==> config.mk <==
export PLATFORM = sky130hd
export DESIGN_NAME = param_regs_flat
export DESIGN_NICKNAME = d
export VERILOG_FILES = /design/src/pid_pkg.sv /design/src/loop_param_if.sv /design/src/param_regs.sv /design/src/flat_wrapper.sv
export VERILOG_INCLUDE_DIRS = /design/src /design/src/src
export SDC_FILE = /design/constraint.sdc
export NUM_CORES = 1
export LEC_CHECK = 0
export BUFFER_PORTS_ARGS = -buffer_cell sky130_fd_sc_hd__buf_2
export CAP_MARGIN = 20
export CORE_MARGIN = 2
export CORE_UTILIZATION = 60
export DETAILED_ROUTE_END_ITERATION = 8
export PLACE_DENSITY = 0.8
export RECOVER_POWER = 25
export SYNTH_ARGS = -nofsm -noshare
export SYNTH_HDL_FRONTEND = slang
export SYNTH_SLANG_ARGS = --single-unit
==> constraint.sdc <==
create_clock -name clk -period 5.1 [get_ports clk]
set_clock_uncertainty 0.1 [all_clocks]
set_input_delay 0.51 -clock clk [delete_from_list [all_inputs] [get_ports clk]]
set_output_delay 0.51 -clock clk [all_outputs]
set_load 0.01 [all_outputs]
==> src/pid_cfg.svh <==
`ifndef PID_CFG_SVH
`define PID_CFG_SVH

////////////////////////////////////////
// channel counts
////////////////////////////////////////

`define PID_N_CH        2   // input channels and dac channels
`define PID_W_CHS       1   // channel index width

////////////////////////////////////////
// data path widths
////////////////////////////////////////

`define PID_W_SMP       18  // adc sample
`define PID_W_COMP      48  // pid computation
`define PID_W_COEF      16  // setpoint and gains, also host data word
`define PID_W_DAC       16  // dac code
`define PID_W_MLT       10  // output multiplier
`define PID_W_RS        5   // right shift amount

// dac8568 write frame length
`define PID_FRAME_BITS  32

`endif

==> src/pid_pkg.sv <==
`include "pid_cfg.svh"

package pid_pkg;

	////////////////////////////////////////
	// data types
	////////////////////////////////////////

	typedef logic signed [`PID_W_SMP-1:0]  smp_t;       // raw input sample
	typedef logic signed [`PID_W_COMP-1:0] comp_t;      // pid sum
	typedef logic signed [`PID_W_COEF-1:0] coef_t;      // setpoint or gain
	typedef logic        [`PID_W_DAC-1:0]  dac_word_t;  // straight binary dac code
	typedef logic signed [`PID_W_MLT-1:0]  mlt_t;       // opp scale factor
	typedef logic        [`PID_W_CHS-1:0]  chan_t;

	// host opcodes, one per shadow register plus clear and commit
	typedef enum logic [3:0] {
		OP_SETPOINT = 4'd0,
		OP_P        = 4'd1,
		OP_I        = 4'd2,
		OP_D        = 4'd3,
		OP_LOCK     = 4'd4,   // data bit 0
		OP_CLEAR    = 4'd5,   // immediate, no shadow
		OP_SRC      = 4'd6,   // pid source for this dac channel
		OP_MIN      = 4'd7,
		OP_MAX      = 4'd8,
		OP_INIT     = 4'd9,
		OP_MLT      = 4'd10,
		OP_RS       = 4'd11,
		OP_COMMIT   = 4'd12   // shadow -> active, all channels
	} cfg_op_e;

	// serial writer states
	typedef enum logic [1:0] {
		IDLE  = 2'd0,
		SHIFT = 2'd1,
		GAP   = 2'd2
	} dac_state_e;

endpackage

==> src/loop_param_if.sv <==
`timescale 1ns/1ps

`include "pid_cfg.svh"

interface loop_param_if;
	import pid_pkg::*;

	// pid side, indexed by input channel
	coef_t                 setpoint [`PID_N_CH];
	coef_t                 p_coef   [`PID_N_CH];
	coef_t                 i_coef   [`PID_N_CH];
	coef_t                 d_coef   [`PID_N_CH];
	logic [`PID_N_CH-1:0]  lock_en;
	logic [`PID_N_CH-1:0]  clear;   // single cycle

	// output side, indexed by dac channel
	chan_t                 src_sel     [`PID_N_CH];
	dac_word_t             out_min     [`PID_N_CH];
	dac_word_t             out_max     [`PID_N_CH];
	dac_word_t             out_init    [`PID_N_CH];
	mlt_t                  multiplier  [`PID_N_CH];
	logic [`PID_W_RS-1:0]  right_shift [`PID_N_CH];

	modport regs (output setpoint, p_coef, i_coef, d_coef, lock_en, clear,
		src_sel, out_min, out_max, out_init, multiplier, right_shift);

	modport pid (input setpoint, p_coef, i_coef, d_coef, lock_en, clear);

	// lock_en here so the opp can follow the lock state of its source
	modport opp (input src_sel, out_min, out_max, out_init, multiplier, right_shift,
		lock_en);

endinterface

==> src/param_regs.sv <==
`timescale 1ns/1ps

`include "pid_cfg.svh"

module param_regs (
	input  logic                   clk,
	input  logic                   rst,
	input  logic                   cfg_we,
	input  pid_pkg::cfg_op_e       cfg_op,
	input  pid_pkg::chan_t         cfg_chan,
	input  logic [`PID_W_COEF-1:0] cfg_data,
	loop_param_if.regs             prm
);
	import pid_pkg::*;

	// shadow copies, written by the host
	coef_t                 sh_setpoint [`PID_N_CH];
	coef_t                 sh_p        [`PID_N_CH];
	coef_t                 sh_i        [`PID_N_CH];
	coef_t                 sh_d        [`PID_N_CH];
	logic [`PID_N_CH-1:0]  sh_lock;
	chan_t                 sh_src      [`PID_N_CH];
	dac_word_t             sh_min      [`PID_N_CH];
	dac_word_t             sh_max      [`PID_N_CH];
	dac_word_t             sh_init     [`PID_N_CH];
	mlt_t                  sh_mlt      [`PID_N_CH];
	logic [`PID_W_RS-1:0]  sh_rs       [`PID_N_CH];

	logic commit;

	assign commit = cfg_we && (cfg_op == OP_COMMIT);

	// integrator clear goes straight through, no commit needed
	always_comb begin
		for (int c = 0; c < `PID_N_CH; c++)
			prm.clear[c] = cfg_we && (cfg_op == OP_CLEAR) && (cfg_chan == chan_t'(c));
	end

	////////////////////////////////////////
	// shadow bank
	////////////////////////////////////////

	always_ff @(posedge clk) begin
		if (rst) begin
			for (int c = 0; c < `PID_N_CH; c++) begin
				sh_setpoint[c] <= '0;
				sh_p[c]        <= '0;
				sh_i[c]        <= '0;
				sh_d[c]        <= '0;
				sh_lock[c]     <= 1'b0;
				sh_src[c]      <= '0;
				sh_min[c]      <= '0;
				sh_max[c]      <= '1;          // full scale
				sh_init[c]     <= '0;
				sh_mlt[c]      <= mlt_t'(1);   // unity gain
				sh_rs[c]       <= '0;
			end
		end else if (cfg_we) begin
			case (cfg_op)
				OP_SETPOINT: sh_setpoint[cfg_chan] <= coef_t'(cfg_data);
				OP_P:        sh_p[cfg_chan]        <= coef_t'(cfg_data);
				OP_I:        sh_i[cfg_chan]        <= coef_t'(cfg_data);
				OP_D:        sh_d[cfg_chan]        <= coef_t'(cfg_data);
				OP_LOCK:     sh_lock[cfg_chan]     <= cfg_data[0];
				OP_SRC:      sh_src[cfg_chan]      <= cfg_data[`PID_W_CHS-1:0];
				OP_MIN:      sh_min[cfg_chan]      <= dac_word_t'(cfg_data);
				OP_MAX:      sh_max[cfg_chan]      <= dac_word_t'(cfg_data);
				OP_INIT:     sh_init[cfg_chan]     <= dac_word_t'(cfg_data);
				OP_MLT:      sh_mlt[cfg_chan]      <= cfg_data[`PID_W_MLT-1:0];
				OP_RS:       sh_rs[cfg_chan]       <= cfg_data[`PID_W_RS-1:0];
				default: ;  // clear and commit hold no shadow
			endcase
		end
	end

	////////////////////////////////////////
	// active bank
	////////////////////////////////////////

	// same reset values as the shadows
	always_ff @(posedge clk) begin
		if (rst) begin
			for (int c = 0; c < `PID_N_CH; c++) begin
				prm.setpoint[c]    <= '0;
				prm.p_coef[c]      <= '0;
				prm.i_coef[c]      <= '0;
				prm.d_coef[c]      <= '0;
				prm.lock_en[c]     <= 1'b0;
				prm.src_sel[c]     <= '0;
				prm.out_min[c]     <= '0;
				prm.out_max[c]     <= '1;
				prm.out_init[c]    <= '0;
				prm.multiplier[c]  <= mlt_t'(1);
				prm.right_shift[c] <= '0;
			end
		end else if (commit) begin
			for (int c = 0; c < `PID_N_CH; c++) begin
				prm.setpoint[c]    <= sh_setpoint[c];
				prm.p_coef[c]      <= sh_p[c];
				prm.i_coef[c]      <= sh_i[c];
				prm.d_coef[c]      <= sh_d[c];
				prm.lock_en[c]     <= sh_lock[c];
				prm.src_sel[c]     <= sh_src[c];
				prm.out_min[c]     <= sh_min[c];
				prm.out_max[c]     <= sh_max[c];
				prm.out_init[c]    <= sh_init[c];
				prm.multiplier[c]  <= sh_mlt[c];
				prm.right_shift[c] <= sh_rs[c];
			end
		end
	end

endmodule

==> src/flat_wrapper.sv <==
// flat-port wrapper written by rule: the top's interface ports become plain ports
module param_regs_flat import pid_pkg::*;
  (clk, rst, cfg_we, cfg_op, cfg_chan, cfg_data, prm_setpoint, prm_p_coef, prm_i_coef, prm_d_coef, prm_lock_en, prm_clear, prm_src_sel, prm_out_min, prm_out_max, prm_out_init, prm_multiplier, prm_right_shift);
  loop_param_if prm_i ();
  input  logic clk;
  input  logic rst;
  input  logic cfg_we;
  input  pid_pkg::cfg_op_e cfg_op;
  input  pid_pkg::chan_t cfg_chan;
  input  logic [`PID_W_COEF-1:0] cfg_data;
  output wire logic [$bits(prm_i.setpoint)-1:0] prm_setpoint;
  output wire logic [$bits(prm_i.p_coef)-1:0] prm_p_coef;
  output wire logic [$bits(prm_i.i_coef)-1:0] prm_i_coef;
  output wire logic [$bits(prm_i.d_coef)-1:0] prm_d_coef;
  output wire logic [$bits(prm_i.lock_en)-1:0] prm_lock_en;
  output wire logic [$bits(prm_i.clear)-1:0] prm_clear;
  output wire logic [$bits(prm_i.src_sel)-1:0] prm_src_sel;
  output wire logic [$bits(prm_i.out_min)-1:0] prm_out_min;
  output wire logic [$bits(prm_i.out_max)-1:0] prm_out_max;
  output wire logic [$bits(prm_i.out_init)-1:0] prm_out_init;
  output wire logic [$bits(prm_i.multiplier)-1:0] prm_multiplier;
  output wire logic [$bits(prm_i.right_shift)-1:0] prm_right_shift;
  assign prm_setpoint = {>>{prm_i.setpoint}};
  assign prm_p_coef = {>>{prm_i.p_coef}};
  assign prm_i_coef = {>>{prm_i.i_coef}};
  assign prm_d_coef = {>>{prm_i.d_coef}};
  assign prm_lock_en = prm_i.lock_en;
  assign prm_clear = prm_i.clear;
  assign prm_src_sel = {>>{prm_i.src_sel}};
  assign prm_out_min = {>>{prm_i.out_min}};
  assign prm_out_max = {>>{prm_i.out_max}};
  assign prm_out_init = {>>{prm_i.out_init}};
  assign prm_multiplier = {>>{prm_i.multiplier}};
  assign prm_right_shift = {>>{prm_i.right_shift}};
  param_regs u_core (.clk(clk), .rst(rst), .cfg_we(cfg_we), .cfg_op(cfg_op), .cfg_chan(cfg_chan), .cfg_data(cfg_data), .prm(prm_i));
endmodule
======== Yosys cells after proc, flatten, opt, wreduce, memory -nomap -nowiden ========
Memory sizes are Yosys's and may differ from the RTL's. A register that Yosys moved wholly into a read port is not among the register bits.
Cells that the tools add are included.
storage, ports and cells
  word-level logic and storage cells ...... 119
  memories kept ........................... 10
  memory bits (writable) .................. 256
  register bits ........................... 4
  output and inout port bits .............. 260
memory list
  memory           words  width  read ports  clocked after Yosys merged registers in  write ports  line              RTL
  u_core.sh_d      2      16     2           2                                        2            param_regs.sv:20  coef_t sh_d [`PID_N_CH];
  u_core.sh_i      2      16     2           2                                        2            param_regs.sv:19  coef_t sh_i [`PID_N_CH];
  u_core.sh_init   2      16     2           2                                        2            param_regs.sv:25  dac_word_t sh_init [`PID_N_CH];
  u_core.sh_max    2      16     2           2                                        2            param_regs.sv:24  dac_word_t sh_max [`PID_N_CH];
  u_core.sh_min    2      16     2           2                                        2            param_regs.sv:23  dac_word_t sh_min [`PID_N_CH];
  u_core.sh_p      2      16     2           2                                        2            param_regs.sv:18  coef_t sh_p [`PID_N_CH];
  4 more memories  -      -      -           -                                        -            -
operators by class
  muxes and demuxes ....................... 75
  eq/ne operators ......................... 12
  magnitude comparators ................... 2
  reduce and logical (&&, ||, !) cells .... 17
  bitwise logic cells ..................... 1
operators with widths
  operator                                                     number
  2-to-1 mux 16 bit                                            7
  OR reduction 16 bit                                          7
  2-to-1 mux 1 bit                                             64
  == test 4 bit (second input constant)                        5
  == test 4 x 3 -> 1 bit (second input constant)               4
  2-to-1 mux 10 bit                                            1
  OR reduction 10 bit                                          1
  == test 4 x 2 -> 1 bit (second input constant)               2
  logical AND 1 bit                                            5
  2-to-1 mux 5 bit                                             1
  OR reduction 5 bit                                           1
  == test 4 x 1 -> 1 bit (second input constant)               1
  logical NOT 4 bit                                            1
  bitwise mux 2 bit                                            1
  less-than comparator 1 x 2 -> 1 bit (second input constant)  1
  AND reduction 2 bit                                          1
  demux 1 bit (select 1 bit)                                   1
  greater-or-equal comparator 1 bit (second input constant)    1
  NOT 1 bit                                                    1
  OR reduction 1 bit                                           1

======== Longest topological paths before layout ========
Gate-level depths: netlist (run 1).
  depth in word-level cells ............... 7
  depth in mapped cells ................... 6
  gate-level depth less buffers ........... 3

======== Worst setup path after synthesis (run 1) ========
OpenSTA, ideal clock, no wires.
  kind .................................... input to register
  start ................................... in cfg_op[3]
  end ..................................... mem u_core.sh_min[0][0] in the netlist's numbering, enable pin
  setup time .............................. 392 ps
  buffers on the path ..................... 2
  setup slack ............................. 2450 ps
  stages on the path ...................... 4
  arrival ................................. 2158 ps
  cells stage by stage .................... buf_4 -> or3b_2 -> clkbuf_1 -> o21bai_1
RTL lines
  item         line               RTL
  from (decl)  flat_wrapper.sv:8  input pid_pkg::cfg_op_e cfg_op;
  to (decl)    param_regs.sv:23

==> impl.org, run 1 <==
** Clock network
- TritonCTS built the clock tree.
- Clock tree synthesis selected as its root buffer the cell sky130_fd_sc_hd__clkbuf_16.
- Clock-pin slew was measured on the worst setup and hold paths at 0.06 ns.
- Setup bufs post-CTS :: 0
- Maximum clock path buffer count :: 3
- Latest clock arrival within the worst-skew pair :: 0.55 ns
- Number of sinks on the clock net :: approximately 520
- Buffers inserted to repair hold after CTS numbered 0.
- CTS built an H-tree with a depth of 2.
- Post-CTS repair changed the size of 0 cells.
- Total clock buffers created by CTS :: 51

** Worst setup path
- The critical path contains buffers and inverters numbering 3 combined.
- The most critical setup path has its startpoint at rst.
- At the worst endpoint, the required time is approximately 5.3 ns.
- STA classifies the critical path endpoint as a flip-flop.
- Category of the worst setup path launch point :: input pin
- Library cell contributing the largest single delay on the critical path :: sky130_fd_sc_hd__buf_4
- Worst-path cell chain :: buf_8 -> buf_4 -> o21bai_1 -> buf_4
- The worst register-to-register path begins at u_core.sh_max[1][6].
- In this design, the critical path's most frequently occurring cell is sky130_fd_sc_hd__buf_4.
- Crit path kind :: in2reg
- STA puts the critical path data arrival time at 2.93 ns.
- On the worst path, the slowest cell contributes a delay of between 0.8 and 0.9 ns.
- Largest driver fanout on the critical path :: 192
- Top delay family on crit path :: buffers and inverters

** Layout
- Final Instance Count excl. Fillers :: 2480
- Reg area :: 12900 µm²
- Area of combinational cells with multiple inputs :: 7490 µm²
- The filler cells instantiated in the layout total 2580.
- In the final design database the tool counted 2007 nets.
- The repair_antennas step left the layout with diodes totalling 0.
- Area growth from synthesis to layout :: 14.1%
- Of the cells placed in the final design, the portion with a size suffix greater than 1 is 7.36%.

** Die
- Die extent in y :: 191 µm
- Initial Utilization :: 60.8%
- Std cell rows :: 68
- Width of the die :: between 150 and 200 µm
- Num ports :: about 280
- Area inside the core boundary :: about 34000 µm²
- Die area :: 36500 µm²

** Yosys
- In this run the mean area of a mapped cell was about 12 µm².
- Counting every net in the synthesized netlist gives 1784.
- Biggest area consumer among synthesized cells :: sky130_fd_sc_hd__edfxtp_1
- Synthesized cell area :: 21000 µm²
- Leading cell types by count after synthesis :: 450 x sky130_fd_sc_hd__nand2b_1, 260 x sky130_fd_sc_hd__dfxtp_1, 260 x sky130_fd_sc_hd__mux2i_1, 256 x sky130_fd_sc_hd__edfxtp_1, 178 x sky130_fd_sc_hd__nor2_1
- Part of the Yosys area used for sequential elements :: ~60%
- Top-count cell post-synth :: sky130_fd_sc_hd__nand2b_1
- Ranked by total cell area, the synthesized netlist is headed by sky130_fd_sc_hd__edfxtp_1 37%, sky130_fd_sc_hd__dfxtp_1 25%, sky130_fd_sc_hd__nand2b_1 13%.
- After synthesis, the share of flip-flops with an asynchronous set or reset is 0%.
- In the synthesized netlist, the number of instances is 1760.
- During synthesis, Yosys emitted a total of 0 warnings.
- The synthesized netlist contains 30 unique library cells.
- Flop and latch count out of synthesis :: 516
- Top FF cell, synth :: sky130_fd_sc_hd__dfxtp_1
- Post-synth EDFFs :: 256
- Proportion of netlist area held by the largest area contributor :: ~37%

** Job
- Count of max-cap constraint violations :: 0

** Timing
- Once routing completed, OpenROAD measured the worst setup slack at between 2 and 2.5 ns.
- The max-slew violation count was 0.
- Measured slew at the worst slew-check pin :: 1.07 ns
- Timing would allow up to approximately 360 MHz.
- The hold violation count in the final report came to 0.
- Setup violations remaining at the end of the flow were counted as 0.
- Period Utilization, post-route :: 54.4%
- Tightest slew margin relative to the limit :: 28.3%
- Total negative slack for setup checks :: 0 ns
- The clock period could shrink to 2.77 ns.
- Setup repair after global routing missed its margin :: no

** Outcome
- Outcome :: finished, final reports clean

** Placement
- The HPWL after detailed placement is 30600 µm.
- Buffers placed on the I/O ports in this run total 283.
- At the placement stage, the worst setup path has a slack of between 1.5 and 2 ns.
- Post-Place Cells :: 2384
- At the end of routability-driven placement, the weighted congestion stood at 0.805.

** Hold path
- In this run the worst hold path is classified as reg2reg.
- The worst hold path begins at prm_setpoint[22].

** Route
- Remaining design rule violation count :: 0
- In this run the remaining antenna-violating nets after routing total 0.
- In the routed layout, each cell is associated on average with a via count of around 5.4.
- Dividing the detail-routed wire length by the instance count gives 20.0 µm.
- Total via count in the routed design :: 13300
- The pre-antenna-repair detailed-routing pass consisted of 5 iterations.
- Total Wirelength :: just under 50000 µm
- The first routing iteration left 887 violations.

** Global route
- The first global-routing pass estimated 73800 µm of wire.
- Final global-route overflow total :: 0
- Via count of the first global-routing pass :: 12800
- Largest net degree at the start of global routing :: 193
- Number of antenna violations at the first check in global routing :: 3
- Across every metal layer, demand over resource in global routing totals 26.9%.

** Power and ir drop
- The worst-case IR drop observed on VDD is about 270 µV.
- Dividing total power by cell area gives a power density of 362 nW/µm².
- Static Leak :: about 8 nW
==> power breakdown <==
part           switching, W  total (W)  internal [W]
clock               0.00155    0.00373       0.00218
combinational      0.000263   0.000404      0.000140
sequential        0.0000538    0.00454       0.00448
==> cells in the final DEF, fill, tap and decap left out, types with 14 or more instances in the layout <==
| cell type | synthesis | final |
|---|---|---|
| sky130_fd_sc_hd__nand2b_1 | 450 | 450 |
| sky130_fd_sc_hd__clkbuf_1 | 98 | 263 |
| sky130_fd_sc_hd__mux2i_1 | 260 | 260 |
| sky130_fd_sc_hd__dfxtp_1 | 260 | 260 |
| sky130_fd_sc_hd__edfxtp_1 | 256 | 256 |
| sky130_fd_sc_hd__nor2_1 | 178 | 178 |
| sky130_fd_sc_hd__and2_1 | 124 | 124 |
| sky130_fd_sc_hd__clkbuf_16 | 0 | 53 |
| sky130_fd_sc_hd__buf_2 | 18 | 29 |
| sky130_fd_sc_hd__nand2_1 | 27 | 27 |
| sky130_fd_sc_hd__or3_1 | 19 | 19 |
| sky130_fd_sc_hd__clkinv_2 | 0 | 17 |
| sky130_fd_sc_hd__or2_2 | 15 | 15 |
| sky130_fd_sc_hd__buf_4 | 14 | 14 |
==> final cells by class <==
cell class / count / area share (%)
timing repair buffer: 302 / 5.46
clock inverter: 30 / 1.16
tap: 455 / 2.38
multi-input combinational: 1112 / 31.3
clock buffer: 65 / 5.81
sequential: 516 / 53.9
==> state kept, by name, summed over array words and instances (netlist names), 10 cells and up <==
register / flops
prm_d_coef: 32
prm_i_coef: 32
prm_out_init: 32
prm_out_max: 32
prm_out_min: 32
prm_p_coef: 32
prm_setpoint: 32
u_core.sh_d: 32
u_core.sh_i: 32
u_core.sh_init: 32
u_core.sh_max: 32
u_core.sh_min: 32
u_core.sh_p: 32
u_core.sh_setpoint: 32
prm_multiplier: 20
u_core.sh_mlt: 20
prm_right_shift: 10
u_core.sh_rs: 10
==> path summary, 6_finish.rpt <==
check | to | slack, ns | cells past startpoint
worst min register to register | prm_setpoint[22] | 0.37 | 2
worst max-delay path | u_core.sh_min[0][15] | 2.33 | 4
worst max register to register | prm_out_max[6] | 4.19 | 2
worst min-delay path | prm_setpoint[22] | 0.37 | 2
==> logic make-up after synthesis <==
| logic type | count (synthesis) | share of synthesized area, % |
|---|---|---|
| flip-flops | 516 | 61.5 |
| buffers and inverters | 132 | 2.79 |
| AND/OR/NAND/NOR | 842 | 22.9 |
| AO/OA/AOI/OAI | 10 | 0.358 |
| multiplexers | 260 | 12.4 |
==> worst register-to-register path, cell delays in order (launching register included) <==
cell	delay, ns
sky130_fd_sc_hd__edfxtp_1	0.35
sky130_fd_sc_hd__nor2_1	0.22
sky130_fd_sc_hd__mux2i_1	0.11
==> layer usage <==
| layer | vias to the layer above | global-route usage [%] | part of all wire [%] |
|---|---|---|---|
| met5 | - | 0 | 0 |
| met4 | 0 | 9.03 | 3.3 |
| met3 | 101 | 4.61 | 8.1 |
| met2 | 531 | 42.6 | 46 |
| met1 | 6433 | 37.7 | 43 |
| li1 | 6260 | - | - |
==> metrics by stage <==
step	power (W)	util, %	hold WS [ns]	area, µm²
floorplan	0.00487	-	0.358	21000
global placement	0.00502	65.5	0.356	22600
detailed placement	0.00503	65.5	0.358	22600
CTS	0.00871	70.3	0.372	24200
global route	0.00891	69.4	0.389	23900
finish	0.00867	69.4	0.371	23900
No activity file was read; power rests on OpenSTA's default activity.
==> run 2: changes to the inputs <==
Settings changed: CORE_UTILIZATION 60 to 52, PLACE_DENSITY 0.8 to 0.73.
Clock period 5.1 ns to 2.4 ns, I/O delays scaled along.
==> run 2 against run 1 <==
Routed wire length increased by 4.8%. Critical path depth grew 2. Hold slack lost 0.21 ns. Total power increased by 120%. Clock-buffer cell count is 12 higher. First-iteration DRC count decreased by 4.8%. Design area increased by 2.1%. Via count rose by 0.62%. Combinational power is 120% higher. Global-route usage fell by 2.3 points. Utilization down 8.0 points. Largest power group unchanged.
==> impl.org, run 2 (synthesis results as in run 1) <==
** Die
- Die area :: 41900 µm²
- Area inside the core boundary :: 39700 µm²
- Width of the die :: 205 µm
- Pin placement for this block handled 284 I/O pins.
- Std cell rows :: 73
- In this run the vertical extent of the chip is approximately 200 µm.
- For this configuration, the core starts out at a cell density of a little over half.

** Global route
- The via count of the first global-routing pass came to about 13000.
- Largest net degree at the start of global routing :: 172
- Number of antenna violations at the first check in global routing :: 8
- Peak-usage layer in the global routing report :: met2
- First-pass GRT wire length :: 77300 µm
- Summed over all layers, the global routing overflow is 0.
- Global routing consumed, on the met3 layer, between 5 and 6% of the routing resources.
- GRT met1 Usage :: 35.1%
- Overall routing resource usage :: 24.6%
- Global-route met2 utilization :: 37.3%

** Outcome
- Outcome :: finished, final reports clean

** Worst setup path
- Cell mode on critical path :: sky130_fd_sc_hd__clkbuf_2
- The critical path is of the in2reg type.
- Category of the worst setup path launch point :: input pin
- Along the worst path, the maximum fanout reaches 27.
- Following the worst setup path forward leads to its endpoint at prm_out_init[7].
- Library cell contributing the largest single delay on the critical path :: sky130_fd_sc_hd__clkbuf_2
- Stages on the worst setup path :: 6
- In this run the register-to-register setup slack is 1.51 ns.
- Crit. Startpoint :: cfg_op[0]
- Critical R2R Launch :: u_core.sh_max[0][13]
- Arr. time, crit path :: 2.64 ns
- FF-to-FF End :: prm_out_max[29]
- Crit-path max cell delay :: 0.83 ns
- Walking the worst path, the cells encountered are clkbuf_1 -> or3b_1 -> nor2_4 -> clkbuf_2 -> clkbuf_2 -> mux2i_1.
- Worst reg-to-reg path cell count :: 2
- Buffer and inverter count on the worst path :: 3
- Top delay family on crit path :: buffers and inverters
- Required arrival time at the worst endpoint :: 2.82 ns
- STA classifies the critical path endpoint as a flip-flop.

** Timing
- Period Utilization, post-route :: 92.6%
- In the final timing run, aggregate negative setup slack is 0 ns.
- Setup violations remaining at the end of the flow were counted as 0.
- Hold timing on the final database bottoms out at a slack of ~0.16 ns.
- The worst pin sits at a relative slew slack of a little over a quarter.
- The hold violation count in the final report is 0.
- Setup repair after global routing left no endpoint under its margin.
- For the finished layout, the period the worst path requires is 2.22 ns.
- Based on the critical path, the design can be clocked at up to 450 MHz.
- Measured slew at the worst slew-check pin :: roughly 1.1 ns
- Number of max-slew violations in the final report :: 0

** Route
- Remaining design rule violation count :: 0
- Total Wirelength :: about 52000 µm
- Drt pass-1 iters :: 5
- Wirelength per Cell :: 20.1 µm
- In this run the remaining antenna-violating nets after routing total 0.
- Via density per instance :: 5.18
- After the first detailed-routing iteration, the DRC count stood at 844.
- Total via count in the routed design :: 13400

** Clock network
- Buffers added to address setup during post-CTS repair amount to 0.
- The clock reaches the later pin of the worst-skew pair after 0.59 ns.
- Clock-pin slew was measured on the worst setup and hold paths at 0.06 ns.
- Max H-tree Level :: 2
- The clock passes through at most 3 buffers.
- Counting the buffers created by CTS gives 51.
- CTS placed an instance of sky130_fd_sc_hd__clkbuf_16 at the clock tree root.
- Number of sinks on the clock net :: 516
- TritonCTS built the clock tree.
- # hold bufs at CTS :: 1
- Gates resized during post-CTS repair numbered 0.

** Power and ir drop
- Largest vdd supply drop :: 525 µV
- In this run the power density over the cells is 764 nW/µm².
- For this design the static power due to leakage is 8.40 nW.

** Layout
- The library cell used most frequently in the layout, excluding fill and tap cells, is sky130_fd_sc_hd__nand2b_1.
- In the final layout, the share of cells above drive strength 1 is 11.5%.
- After the last flow step, the layout net total stands at 2040.
- The top cell types in the final layout, fill and taps aside, are 450 x sky130_fd_sc_hd__nand2b_1, 260 x sky130_fd_sc_hd__mux2i_1, 260 x sky130_fd_sc_hd__dfxtp_1, 256 x sky130_fd_sc_hd__edfxtp_1, 215 x sky130_fd_sc_hd__clkbuf_1.
- The finished layout holds between 2000 and 3000 standard cells, fillers aside.
- For this run, the share of the core covered by cells in the final layout is 61.5%.
- The area growth from synthesis to layout is 16.5%.

** Placement
- Detailed placement finished with a half-perimeter wire length of 33000 µm.
- Gpl congestion :: approximately 0.78
- Port buffering added 283 buffers.
- Post-Place Cells :: 2487

** Hold path
- The worst hold path belongs to the class in2reg.

** Job
- Across the run, the number of max-cap violations was 0.
==> run 2: cell types whose count changed in the layout (fill, tap and decap cells not counted), moves of 3 or more <==
cell,previous run,this run
sky130_fd_sc_hd__clkbuf_1,263,215
sky130_fd_sc_hd__clkbuf_2,0,3
sky130_fd_sc_hd__clkinv_1,5,1
sky130_fd_sc_hd__buf_4,14,38
sky130_fd_sc_hd__clkbuf_8,2,6
sky130_fd_sc_hd__diode_2,0,3
sky130_fd_sc_hd__clkinv_2,17,10
sky130_fd_sc_hd__buf_2,29,86
sky130_fd_sc_hd__buf_12,4,7
==> run 2: stage by stage <==
step	area (µm²)	setup WS, ns	total power [W]
CTS	24700	0.274	0.0188
global route	24400	0.0491	0.0192
finish	24400	0.178	0.0187
floorplan	21000	0.0200	0.0104
detailed placement	23000	0.186	0.0107
global placement	23000	0.209	0.0107
==> run 2: worst min-delay path by stage <==
stage,start,endpoint,slack [ns],cells after the start
3_5_place_dp,u_core.prm.lock_en[0],u_core.prm.lock_en[0],0.36,2
3_3_place_gp,prm_d_coef[4],prm_d_coef[4],0.36,2
5_1_grt,cfg_data[4],u_core.sh_p[1][4],0.15,2
4_1_cts,cfg_data[0],u_core.sh_lock[1],0.15,3
6_report,cfg_data[0],u_core.sh_lock[0],0.16,3
2_1_floorplan,cfg_data[10],u_core.sh_max[0][10],0.32,1
==> run 2: area by class of cell <==
class | instances | area (µm²)
Multi-Input combinational cell | 1112 | 7510
Clock inverter | 19 | 215
Tap cell | 525 | 657
Timing Repair Buffer | 335 | 1650
Antenna cell | 3 | 7.51
Clock buffer | 77 | 1500
Sequential cell | 516 | 12900
Fill cell | 3254 | 15300
==> run 2: tightest hold or removal path, cell delays in order <==
cell,delay (ns)
sky130_fd_sc_hd__buf_2,0.29
sky130_fd_sc_hd__nand2b_1,0.19
sky130_fd_sc_hd__mux2i_1,0.07
==> run 2: power by group <==
group          internal, W  switching [W]
Combinational     0.000324       0.000573
Clock              0.00476        0.00336
Sequential         0.00952       0.000110
Total               0.0146        0.00405
==> run 2: per-layer routing <==
layer	wire length, µm	vias up
li1	-	6337
met1	23100	6505
met2	23200	466
met3	4170	92
met4	1310	8
met5	51	-
==> run 3: changes to the inputs <==
Settings changed: CORE_UTILIZATION 52 to 54, CTS_BUF_LIST set to sky130_fd_sc_hd__clkbuf_4, PLACE_DENSITY 0.73 to 0.76.
==> run 3 against run 2 <==
Non-clock buffer count increased by 16. First-iteration DRC count is 6.6% higher. Total power is 1.2% lower. Critical path depth is the same. Sequential share of layout area is 0.87 points lower. Clock-buffer cell count is 136 higher. Cell count rose by 6.1%. Register-to-register slack improved by 0.03 ns. Largest cell class unchanged. Routed wire length decreased by 0.36%. Combinational power up 2.7%. Utilization up 3.1 points.
==> impl.org, run 3 (synthesis results as in run 1) <==
** Hold path
- The worst hold path passes through 2 cells.
- The min-delay analysis places its worst path in the category reg2reg.
- Hold EP :: prm_right_shift[9]
- Hold wc startpoint :: prm_right_shift[9]

** Global route
- Largest net degree at the start of global routing :: 240
- Global-route met2 utilization :: 39.1%
- Overall routing resource usage :: 25.5%
- The total overflow left after global routing is 0.
- The via count of the first global-routing pass came to 14000.
- met2 is the most crowded layer.
- The number of antenna violations at the first check in global routing is 6.
- In the global route stage, met3 resource usage came out at 6.69%.
- First-pass GRT wire length :: about 80000 µm
- GRT met1 Usage :: 34.7%

** Power and ir drop
- In this run the power spent charging and discharging nets is 0.00421 W.
- In this run the power density over the cells is around 740 nW/µm².
- Combinational group share of total power :: 5.0%
- Proportion of power drawn by flip-flops and latches :: 52.2%
- Net switching is 22.9% of the power.
- The clock network burns 42.8% of the power.
- The internal portion of the total power is between 0.01 and 0.015 W.
- Summed over all cells, the static leakage comes to 9.20 nW.
- VDD sags by at most 462 µV.
- The design draws 0.0184 W.

** Timing
- Final hold violation count :: 0
- Number of setup violations in the final report :: 0
- The max-slew violation count is 0.
- Minimum clock period :: between 2 and 2.5 ns
- The worst path meets setup with around 0.12 ns of slack.
- Of the available clock period, the critical path in the final layout requires approximately 95%.
- Across all hold checks on the routed design, the worst slack comes to 0.369 ns.
- In this run the tightest slew margin relative to its limit is 17.1%.
- For the pin with the worst max-slew slack, the measured transition is 1.24 ns.
- Adding up every negative setup slack in the final design gives 0 ns.
- Setup repair after global routing left no endpoint under its margin.
- Achievable frequency :: 439 MHz

** Worst setup path
- R2R setup slack :: 1.54 ns
- Critical R2R Launch :: u_core.sh_max[0][2]
- Worst reg-to-reg path cell count :: 2
- Category of the worst setup path launch point :: input pin
- Crit path kind :: in2reg
- The worst setup path is captured at a flip-flop.
- Arr. time, crit path :: 2.70 ns
- FF-to-FF End :: prm_out_max[18]
- For the worst setup path, the data required time is about 2.8 ns.
- Of all nets on the critical path, the largest fanout is 10.

** Placement
- At the end of routability-driven placement, the weighted congestion stood at 0.785.
- Detailed placement finished with a half-perimeter wire length of 32300 µm.
- OpenSTA, run right after detailed placement, puts the worst setup slack at 0.195 ns.
- Total of buffers placed on input and output ports :: 283

** Route
- After detailed routing, the number of remaining DRC violations is 0.
- Via density per instance :: 5.04
- Total Wirelength :: 51700 µm
- Total via count in the routed design :: 13800
- Once detail routing completed, the nets flagged for antenna violations numbered 0.
- After detailed routing, the average wire length per cell comes to 18.8 µm.
- DR iter-0 viols :: 900
- Drt pass-1 iters :: 5

** Layout
- Area growth from synthesis to layout :: 18.5%
- The final layout contains between 2000 and 2500 nets.
- The library cell used most frequently in the layout, excluding fill and tap cells, is sky130_fd_sc_hd__nand2b_1.
- In the final layout, the multi-input gates occupy 7490 µm².
- Fill cell total of the finished layout :: 3077
- Post-route core utilization :: 64.6%
- Reg area :: 12900 µm²
- The post-route netlist has 23.2% of its cells at a drive strength greater than 1.
- Top library cells by usage in the layout, fill and taps aside :: 450 x sky130_fd_sc_hd__nand2b_1, 260 x sky130_fd_sc_hd__mux2i_1, 260 x sky130_fd_sc_hd__dfxtp_1, 256 x sky130_fd_sc_hd__edfxtp_1, 240 x sky130_fd_sc_hd__buf_2

** Clock network
- Maximum clock path buffer count :: 3
- In this run, CTS created clock tree buffers numbering 135.
- The tree is rooted in a sky130_fd_sc_hd__clkbuf_4.
- Max H-tree Level :: 4
- Latest clock arrival within the worst-skew pair :: 0.79 ns
- Clock tree from TritonCTS :: built
- Number of sinks on the clock net :: 516
- After clock tree synthesis, the clock-pin slew on the worst setup and hold paths is 0.06 ns.

** Die
- Width of the die :: 201 µm
- Num ports :: 284
- The die is 201 µm tall.
- Initial Utilization :: a little over half
- The initialized floorplan defines 72 standard-cell rows.
- The die covers 40400 µm².
- Area inside the core boundary :: slightly below 40000 µm²

** Job
- Across the run, the number of max-cap violations was 0.

** Outcome
- The flow ran to the end, and the final reports show no timing, DRC or antenna violations.
==> run 3: changes by cell type in the layout (fill, tap and decap cells not counted), moves of 2 or more <==
cell / previous run / this run
sky130_fd_sc_hd__clkbuf_1: 215 / 53
sky130_fd_sc_hd__clkinv_2: 10 / 3
sky130_fd_sc_hd__clkinv_1: 1 / 22
sky130_fd_sc_hd__buf_4: 38 / 18
sky130_fd_sc_hd__and2_0: 0 / 60
sky130_fd_sc_hd__inv_2: 0 / 2
sky130_fd_sc_hd__and2_1: 124 / 64
sky130_fd_sc_hd__buf_2: 86 / 240
sky130_fd_sc_hd__clkbuf_16: 54 / 0
sky130_fd_sc_hd__dlygate4sd3_1: 1 / 25
sky130_fd_sc_hd__inv_6: 2 / 0
sky130_fd_sc_hd__clkbuf_4: 0 / 215
sky130_fd_sc_hd__clkbuf_8: 6 / 0
==> run 3: worst max-delay path, cell delays in order <==
cell and delay (ns):
sky130_fd_sc_hd__dlygate4sd3_1 0.55, sky130_fd_sc_hd__buf_2 0.17, sky130_fd_sc_hd__nand3b_1 0.26, sky130_fd_sc_hd__dlygate4sd3_1 0.62, sky130_fd_sc_hd__or3_1 0.30, sky130_fd_sc_hd__dlygate4sd3_1 0.56
==> run 3: how the worst max path moves through the flow <==
stage                   start                        end  cells past startpoint
floorplan           cfg_op[3]        u_core.sh_min[0][0]                      4
global placement    cfg_op[3]  u_core.sh_setpoint[1][15]                      4
detailed placement  cfg_op[3]   u_core.sh_setpoint[0][8]                      5
CTS                 cfg_op[3]               prm_clear[0]                      5
global route              rst       u_core.sh_init[1][9]                      4
finish              cfg_op[2]        u_core.sh_mlt[1][0]                      6
==> run 3: what timing repair did <==
| action | in CTS | in global routing |
|---|---|---|
| gates resized for setup | 0 | 0 |
| hold endpoints to repair | 212 | 0 |
| setup endpoints to repair | 0 | 0 |
| hold buffers | 25 | 0 |
| buffers inserted | 0 | 0 |
==> run 3: per-layer routing <==
| metal | vias to the layer above | wire [µm] |
|---|---|---|
| li1 | 6611 | - |
| met3 | 88 | 4260 |
| met4 | 0 | 1290 |
| met1 | 6611 | 22400 |
| met5 | - | 0 |
| met2 | 533 | 23700 |
==> run 3: final cells by class <==
type,instances,share of cell area [%]
multi-input cells,1112,30.2
diodes,3,0.0302
clock buffers,213,6.44
flip-flops and latches,516,51.9
repair buffers,351,8.00
clock inverters,32,0.846
well taps,518,2.61
==> run 3: per-stage QoR <==
step / cells / area, µm²
after global routing: 2743 / 24800
after floorplan: 1760 / 21000
after detailed placement: 2472 / 22900
final: 2745 / 24800
after global placement: 2472 / 22900
after CTS: 2742 / 25000
==> run 3: power by group through the flow <==
stage / Sequential (W) / Clock (W) / Combinational [W]
after floorplan: 0.00981 / 0 / 0.000547
final: 0.00963 / 0.00788 / 0.000921
after global placement: 0.00982 / 0 / 0.000881
after global routing: 0.00966 / 0.00855 / 0.000992
after detailed placement: 0.00982 / 0 / 0.000898
after CTS: 0.00963 / 0.00808 / 0.000932
